`src/common/isolde_exec_settings.svh`:
```
// isolde execution stage constants
`ifndef ISOLDE_EXEC_SETTINGS_SVH
`define ISOLDE_EXEC_SETTINGS_SVH

// scalar register count, x0 included
`define ISOLDE_XREG_NUM 32

// vector registers and their length in 32-bit elements
`define ISOLDE_VREG_NUM 8
`define ISOLDE_VLEN 4

// retire latency of gemm and conv2d
`define ISOLDE_LOCAL_CYCLES 4

// fixed coprocessor word sent for redmule_gemm1
`define ISOLDE_REDMULE_INSTR 32'h087332ff

`endif

```
`src/common/isolde_exec_pkg.sv`:
```
// isolde execution stage types
`include "isolde_exec_settings.svh"

package isolde_exec_pkg;

  typedef logic [31:0] word_t;
  typedef logic [31:0] instr_t;
  typedef logic [4:0] xaddr_t;
  typedef logic [2:0] vaddr_t;
  typedef word_t [`ISOLDE_VLEN-1:0] vreg_t;

  typedef enum logic [2:0] {
    isolde_opcode_nop,
    isolde_opcode_r_type,
    isolde_opcode_redmule,
    isolde_opcode_redmule_gemm,
    isolde_opcode_redmule_gemm1,
    isolde_opcode_gemm,
    isolde_opcode_conv2d
  } isolde_opcode_e;

  typedef enum logic [2:0] {
    exec_idle,
    exec_start,
    exec_wait_local,
    exec_issue,
    exec_done
  } exec_state_e;

  typedef struct packed {
    isolde_opcode_e opcode;
    instr_t         instr;
    xaddr_t         xa;
    xaddr_t         xb;
    xaddr_t         xc;
    vaddr_t         va;
    word_t [2:0]    imm32;
    logic [2:0]     imm32_valid;
  } exec_req_t;

  typedef struct packed {
    instr_t      instr;
    word_t [2:0] rs;
    logic [2:0]  rs_valid;
    word_t [2:0] imm32;
    logic [2:0]  imm32_valid;
  } issue_req_t;

  typedef struct packed {
    logic   en;
    xaddr_t addr;
    word_t  data;
  } xreg_wr_t;

  typedef struct packed {
    logic   en;
    vaddr_t addr;
    vreg_t  data;
  } vreg_wr_t;

endpackage

```
`src/isolde_exec/isolde_exec_ctrl.sv`:
```
// isolde execution control FSM
`timescale 1ns/1ps
`include "isolde_exec_settings.svh"

module isolde_exec_ctrl
  import isolde_exec_pkg::*;
(
  input  logic      clk,
  input  logic      g_rst_n,
  input  logic      exec_req,
  input  exec_req_t exec_req_data,
  output logic      exec_gnt,
  output logic      exec_dne,
  output logic      busy,
  output exec_req_t cur_req,
  output logic      issue_load,
  input  logic      issue_done
);

  localparam int cnt_w = $clog2(`ISOLDE_LOCAL_CYCLES) + 1;
  localparam logic [cnt_w-1:0] cnt_last = cnt_w'(`ISOLDE_LOCAL_CYCLES - 1);

  exec_state_e state, state_nxt;
  logic [cnt_w-1:0] cnt;
  logic is_timed;
  logic is_issue;

  // opcode class of the latched request
  always_comb begin
    is_timed = 1'b0;
    is_issue = 1'b0;
    case (cur_req.opcode)
      isolde_opcode_gemm,
      isolde_opcode_conv2d: is_timed = 1'b1;
      isolde_opcode_r_type,
      isolde_opcode_redmule,
      isolde_opcode_redmule_gemm,
      isolde_opcode_redmule_gemm1: is_issue = 1'b1;
      default: ; // nop and unknown retire at once
    endcase
  end

  always_comb begin
    state_nxt = state;
    case (state)
      exec_idle: begin
        if (exec_req) state_nxt = exec_start;
      end
      exec_start: begin
        if (is_issue) state_nxt = exec_issue;
        else if (is_timed) state_nxt = exec_wait_local;
        else state_nxt = exec_done;
      end
      exec_wait_local: begin
        if (cnt == cnt_last) state_nxt = exec_done;
      end
      exec_issue: begin
        if (issue_done) state_nxt = exec_done; // accepted by coprocessor
      end
      exec_done: state_nxt = exec_idle;
      default: state_nxt = exec_idle;
    endcase
  end

  always_ff @(posedge clk or negedge g_rst_n) begin
    if (!g_rst_n) begin
      state <= exec_idle;
      cnt <= '0;
    end else begin
      state <= state_nxt;
      if (state == exec_start) begin
        cnt <= '0;
      end else if (state == exec_wait_local) begin
        cnt <= cnt + 1'b1;
      end
    end
  end

  // request captured on the grant edge
  always_ff @(posedge clk) begin
    if (exec_gnt) begin
      cur_req <= exec_req_data;
    end
  end

  assign exec_gnt = (state == exec_idle) && exec_req;
  assign exec_dne = (state == exec_done);
  assign busy = exec_gnt || (state != exec_idle); // grant cycle through done
  assign issue_load = (state == exec_start) && is_issue;

endmodule

```
`src/isolde_exec/isolde_issue_builder.sv`:
```
// coprocessor issue register
`timescale 1ns/1ps
`include "isolde_exec_settings.svh"

module isolde_issue_builder
  import isolde_exec_pkg::*;
(
  input  logic       clk,
  input  logic       g_rst_n,
  input  logic       issue_load,
  input  exec_req_t  cur_req,
  input  word_t      xa_data,
  input  word_t      xb_data,
  input  word_t      xc_data,
  input  vreg_t      va_data,
  output logic       issue_valid,
  output issue_req_t issue_data,
  input  logic       issue_ready,
  output logic       issue_done
);

  issue_req_t issue_nxt;

  always_comb begin
    issue_nxt.instr = cur_req.instr;
    issue_nxt.rs = {xc_data, xb_data, xa_data}; // rs[0] is x[xa]
    issue_nxt.rs_valid = 3'b111;
    issue_nxt.imm32 = '0;
    issue_nxt.imm32_valid = 3'b000;
    case (cur_req.opcode)
      isolde_opcode_r_type: begin
        issue_nxt.rs = {xa_data, xc_data, xb_data}; // rd value goes last
      end
      isolde_opcode_redmule_gemm: begin
        issue_nxt.imm32 = cur_req.imm32;
        issue_nxt.imm32_valid = cur_req.imm32_valid;
      end
      isolde_opcode_redmule_gemm1: begin
        issue_nxt.instr = `ISOLDE_REDMULE_INSTR;
        issue_nxt.imm32 = {va_data[3], va_data[2], va_data[1]}; // element 0 unused
        issue_nxt.imm32_valid = 3'b111;
      end
      default: ;
    endcase
  end

  always_ff @(posedge clk or negedge g_rst_n) begin
    if (!g_rst_n) begin
      issue_valid <= 1'b0;
    end else if (issue_load) begin
      issue_valid <= 1'b1;
    end else if (issue_done) begin
      issue_valid <= 1'b0;
    end
  end

  always_ff @(posedge clk) begin
    if (issue_load) begin
      issue_data <= issue_nxt;
    end
  end

  assign issue_done = issue_valid && issue_ready;

endmodule

```
`src/verilog/isolde_exec_top.sv`:
```
// isolde execution stage top
`timescale 1ns/1ps

module isolde_exec_top
  import isolde_exec_pkg::*;
(
  input  logic       clk,
  input  logic       g_rst_n,
  input  logic       exec_req,
  input  exec_req_t  exec_req_data,
  output logic       exec_gnt,
  output logic       exec_dne,
  output logic       busy,
  input  xreg_wr_t   xreg_wr,
  input  vreg_wr_t   vreg_wr,
  output logic       issue_valid,
  output issue_req_t issue_data,
  input  logic       issue_ready
);

  exec_req_t cur_req;
  logic issue_load;
  logic issue_done;
  word_t xa_data;
  word_t xb_data;
  word_t xc_data;
  vreg_t va_data;

  isolde_exec_ctrl isolde_exec_ctrl_inst (
    .clk           (clk),
    .g_rst_n       (g_rst_n),
    .exec_req      (exec_req),
    .exec_req_data (exec_req_data),
    .exec_gnt      (exec_gnt),
    .exec_dne      (exec_dne),
    .busy          (busy),
    .cur_req       (cur_req),
    .issue_load    (issue_load),
    .issue_done    (issue_done)
  );

  isolde_issue_builder isolde_issue_builder_inst (
    .clk         (clk),
    .g_rst_n     (g_rst_n),
    .issue_load  (issue_load),
    .cur_req     (cur_req),
    .xa_data     (xa_data),
    .xb_data     (xb_data),
    .xc_data     (xc_data),
    .va_data     (va_data),
    .issue_valid (issue_valid),
    .issue_data  (issue_data),
    .issue_ready (issue_ready),
    .issue_done  (issue_done)
  );

  isolde_x_regfile isolde_x_regfile_inst (
    .clk     (clk),
    .g_rst_n (g_rst_n),
    .xreg_wr (xreg_wr),
    .raddr_a (cur_req.xa),
    .raddr_b (cur_req.xb),
    .raddr_c (cur_req.xc),
    .rdata_a (xa_data),
    .rdata_b (xb_data),
    .rdata_c (xc_data)
  );

  isolde_vec_regfile isolde_vec_regfile_inst (
    .clk     (clk),
    .g_rst_n (g_rst_n),
    .vreg_wr (vreg_wr),
    .raddr   (cur_req.va),
    .rdata   (va_data)
  );

endmodule

```
`src/verilog/isolde_vec_regfile.sv`:
```
// vector register file
`timescale 1ns/1ps
`include "isolde_exec_settings.svh"

module isolde_vec_regfile
  import isolde_exec_pkg::*;
(
  input  logic     clk,
  input  logic     g_rst_n,
  input  vreg_wr_t vreg_wr,
  input  vaddr_t   raddr,
  output vreg_t    rdata
);

  vreg_t regs [`ISOLDE_VREG_NUM];

  // whole register written at once
  always_ff @(posedge clk or negedge g_rst_n) begin
    if (!g_rst_n) begin
      for (int i = 0; i < `ISOLDE_VREG_NUM; i++) begin
        regs[i] <= '0;
      end
    end else if (vreg_wr.en) begin
      regs[vreg_wr.addr] <= vreg_wr.data;
    end
  end

  assign rdata = regs[raddr]; // async read

endmodule

```
`src/verilog/isolde_x_regfile.sv`:
```
// scalar register file
`timescale 1ns/1ps
`include "isolde_exec_settings.svh"

module isolde_x_regfile
  import isolde_exec_pkg::*;
(
  input  logic     clk,
  input  logic     g_rst_n,
  input  xreg_wr_t xreg_wr,
  input  xaddr_t   raddr_a,
  input  xaddr_t   raddr_b,
  input  xaddr_t   raddr_c,
  output word_t    rdata_a,
  output word_t    rdata_b,
  output word_t    rdata_c
);

  word_t regs [`ISOLDE_XREG_NUM];

  always_ff @(posedge clk or negedge g_rst_n) begin
    if (!g_rst_n) begin
      for (int i = 0; i < `ISOLDE_XREG_NUM; i++) begin
        regs[i] <= '0;
      end
    end else if (xreg_wr.en && (xreg_wr.addr != '0)) begin
      regs[xreg_wr.addr] <= xreg_wr.data; // x0 never written
    end
  end

  function automatic word_t rd(input xaddr_t addr);
    return (addr == '0) ? word_t'(0) : regs[addr];
  endfunction

  assign rdata_a = rd(raddr_a);
  assign rdata_b = rd(raddr_b);
  assign rdata_c = rd(raddr_c);

endmodule
```
`config.mk`:
```
export PLATFORM = sky130hd
export DESIGN_NAME = isolde_exec_top
export DESIGN_NICKNAME = d
export VERILOG_FILES = /design/src/common/isolde_exec_pkg.sv /design/src/isolde_exec/isolde_exec_ctrl.sv /design/src/isolde_exec/isolde_issue_builder.sv /design/src/verilog/isolde_exec_top.sv /design/src/verilog/isolde_vec_regfile.sv /design/src/verilog/isolde_x_regfile.sv
export VERILOG_INCLUDE_DIRS = /design/src /design/src/common
export SDC_FILE = /design/constraint.sdc
export NUM_CORES = 2
export LEC_CHECK = 0
export BUFFER_PORTS_ARGS = -buffer_cell sky130_fd_sc_hd__buf_2
export CORE_UTILIZATION = 48
export DETAILED_ROUTE_END_ITERATION = 16
export PLACE_DENSITY_LB_ADDON = 0.3
export SLEW_MARGIN = 20
export SYNTH_ARGS = -nofsm -noshare
export SYNTH_HDL_FRONTEND = slang
export SYNTH_SLANG_ARGS = --single-unit
```
`constraint.sdc`:
```
create_clock -name clk -period 29.8 [get_ports clk]
set_input_delay 5.96 -clock clk [delete_from_list [all_inputs] [get_ports clk]]
set_output_delay 5.96 -clock clk [all_outputs]
set_load 0.01 [all_outputs]
```
==> flow_summary.ini <==
[run_status]
outcome = finished clean

[final_layout]
fillCellCount = 18800
finalNetCount = 8345
drive_above_1_share = 0.353
fin_util = 0.538
area_growth_pct = 11.6
final_cell_mix = dfrtp_1 (1799), mux2_2 (1286), mux2i_1 (1104), buf_2 (523), mux2_1 (475)
final_common_cell = dfrtp_1

[drt]
drt-met1-wl_mm = 133
ant_nets = 0
route.detailed.wl_per_inst_microns = 30.1
drc_errors = 0
wl_mm = 340
wl_met2_mm = 154
wl_met3_mm = 33.4
via_count = 73200
top_layer = met5
avgViaCountPerCell = 6.49
drt_pre_antenna_iters = 7
drt_iter0_drc = 7478

[power_and_ir_drop]
power.share.sequential = 0.416
pwr-share-clk = 0.310
leakage_nw = 53.5
p_comb_frac = 0.274
p_sw_frac = 0.319
switchingPower_w = 0.00314
p_int_w = 0.00672
cellPowerDensity_nw_per_um2 = 79.8
vdd_drop_max_v = 0.000113
power_w = 0.00986

[yosys]
avgSynthCellArea_sq_um = 14.1
synth_top_family_by_area = multiplexers
yosysSeqAreaShare = 0.509
async_flop_share = 0.826
synth_compound_area_frac = 0.0551
synth-simple-area-share = 0.0302
synth-xor-area-share = 0
ys.flop_type = dfrtp_1
synth.cell_area_sq_um = 111000
ys_seq_elements = 2178
yosys_warnings = 0
synthMuxAreaShare = 0.372
synthAdderAreaFrac = 0.000226
synthCells = 7854
synth_edf_count = 379
synth_cell_types = 56

[worst_setup_path]
crit_top_cell = buf_2
crit_path_top_delay_cell = buf_4
start_kind = primary input
crit_required_ns = 23.84
cp.arrival_ns = 7.10
crit_type = primary input to output pin
r2r_cells = 10
crit_chain = buf_2 -> nor4b_2 -> buf_4 -> buf_2
path_depth = 4
endpoint_kind = output pin
worst-path-max-fanout = 7
max_stage_delay_ns = 0.44
critPathTopFamily = buffers and inverters
worst-path-buf-inv = 3

[clock_network]
cts_tree = done
cts_num_sinks = 2178
cts.htree.levels = 4
cts_buffers = 228
cts-resized-gates = 0
postCtsHoldBufs = 0
clk_latency_ns = 0.92
clock_path_buffers = 3
cts-root-buf = clkbuf_16
path_clk_slew_ns = 0.06
postCtsSetupBuffers = 0

[floorplanning]
die-area_sq_um = 233000
dieHeight_microns = 483
rows = 176
die_w_microns = 483
initial_core_util = 0.483
coreArea_sq_um = 230000
io_pins = 560

[sta]
rsz0062_at_grt = no
setup_violations = 0
slew_violations = 0
holdWs_ns = 0.424
tightestPinTransition_ns = 1.19
min_period_ns = 13.06
skew_ns = 0.0876
period_share = 0.438
fin_ws_ns = 16.74
finalSetupTns_ns = 0
hold_viol_final = 0
max_freq_ghz = 0.0766
slew_headroom = 0.207

[placement]
io_buffer_count = 524
gp_congestion = 0.851
dpl.hpwl_mm = 185
preCtsSetupSlack_ns = 16.75

[global_routing]
first_global_vias = 74500
grt_pass1_wl_mm = 498
grt_usage = 0.289
grt_max_degree = 217
antenna_found_initial = 59
overflow = 0

[min_path]
holdPathStages = 0
worstHoldPathType = flop to flop

[run]
maxCapViolations = 0
-- area by class of cell --
class / instances / area [sq um] / share of cell area
Antenna cell: 25 / 62.6 / 0.000506
Clock buffer: 337 / 6910 / 0.0559
Clock inverter: 99 / 1360 / 0.0110
Inverter: 4 / 15.0 / 0.000121
Multi-Input combinational cell: 4927 / 51100 / 0.413
Sequential cell: 2178 / 56400 / 0.456
Tap cell: 3026 / 3790 / 0.0306
Timing Repair Buffer: 678 / 4050 / 0.0328
-- power groups by stage --
| stage | Combinational, W | Clock [W] | Sequential, W |
|---|---|---|---|
| finish | 0.00270 | 0.00306 | 0.00410 |
| global route | 0.00285 | 0.00323 | 0.00418 |
| CTS | 0.00268 | 0.00311 | 0.00409 |
| detailed placement | 0.00267 | 0 | 0.00414 |
| global placement | 0.00261 | 0 | 0.00409 |
| floorplan | 0.00189 | 0 | 0.00410 |
-- path summary, 6_finish.rpt --
check,startpoint,endpoint,slack [ns]
max,exec_req,exec_gnt,16.74
min,isolde_x_regfile_inst.regs[1005],isolde_x_regfile_inst.regs[1005],0.42
max reg2reg,isolde_exec_ctrl_inst.cur_req[113],isolde_issue_builder_inst.issue_data[114],23.85
min reg2reg,isolde_x_regfile_inst.regs[1005],isolde_x_regfile_inst.regs[1005],0.42
max in group asynchronous,g_rst_n,isolde_vec_regfile_inst.regs[496],18.99
min in group asynchronous,g_rst_n,isolde_x_regfile_inst.regs[969],5.09
-- stage by stage --
stage / instances / area (sq um)
5_1_grt: 11300 / 124000
3_3_place_gp: 10800 / 115000
3_5_place_dp: 10800 / 115000
6_report: 11300 / 124000
4_1_cts: 11200 / 124000
2_1_floorplan: 7856 / 111000
-- cell usage after synthesis (3+ instances only) --
cell,number,area (sq um)
o21ai_0,59,295
buf_6,50,563
nand3_1,133,666
nand2_1,349,1310
nor2b_1,10,62.6
o22ai_1,190,1190
a22oi_1,472,3540
nor4_2,21,263
edfxtp_1,379,11400
mux4_2,453,10200
buf_4,18,135
or3b_1,3,26.3
mux2_2,1286,14500
nand4b_1,3,26.3
nand2b_1,22,138
clkbuf_4,11,82.6
nand3b_1,6,45.0
nand4_1,33,206
nor2_1,63,236
mux2_1,475,5350
nor3b_2,3,37.5
mux2i_1,1104,11100
a22o_1,36,315
mux4_1,5,131
inv_1,3,11.3
buf_8,10,150
o21ai_1,103,515
a21oi_1,34,170
buf_1,60,225
nor3b_1,5,37.5
dfrtp_1,1799,45000
clkbuf_1,356,1340
nor3_1,3,15.0
and2_1,18,113
buf_2,240,1200
nor4_1,11,68.8
-- registers in the layout, indices dropped and copies added (netlist names) --
name                                   cells
isolde_exec_ctrl_inst.cnt                  3
isolde_exec_ctrl_inst.cur_req            152
isolde_exec_ctrl_inst.state                3
isolde_issue_builder_inst.issue_data     227
isolde_issue_builder_inst.issue_valid      1
isolde_vec_regfile_inst.regs             768
isolde_x_regfile_inst.regs              1024
-- worst register-to-register path, cell delays in order (launching register included) --
cell      delay [ns]
edfxtp_1        0.88
buf_4           0.67
buf_12          0.73
buf_4           1.17
buf_4           0.92
mux2i_1         0.43
a22oi_1         0.12
nand2_1         0.16
o22ai_1         0.09
nor2_1          0.26
o21ai_1         0.19
-- routing by layer --
metal | global-route usage | vias to the layer above
met3 | 0.0819 | 1073
li1 | - | 30400
met5 | 0 | -
met4 | 0.138 | 78
met2 | 0.447 | 3635
met1 | 0.375 | 38100
-- cells by family (layout without fill, tap and decap cells) --
group / count (synthesis) / count (layout)
flops: 2178 / 2178
simple gates: 697 / 697
mux: 3323 / 3323
buf+inv: 751 / 1118
compound gates: 902 / 902
fa+ha+maj: 2 / 2
other cells: 1 / 28
Note: power is estimated with default switching activity, not from simulation.
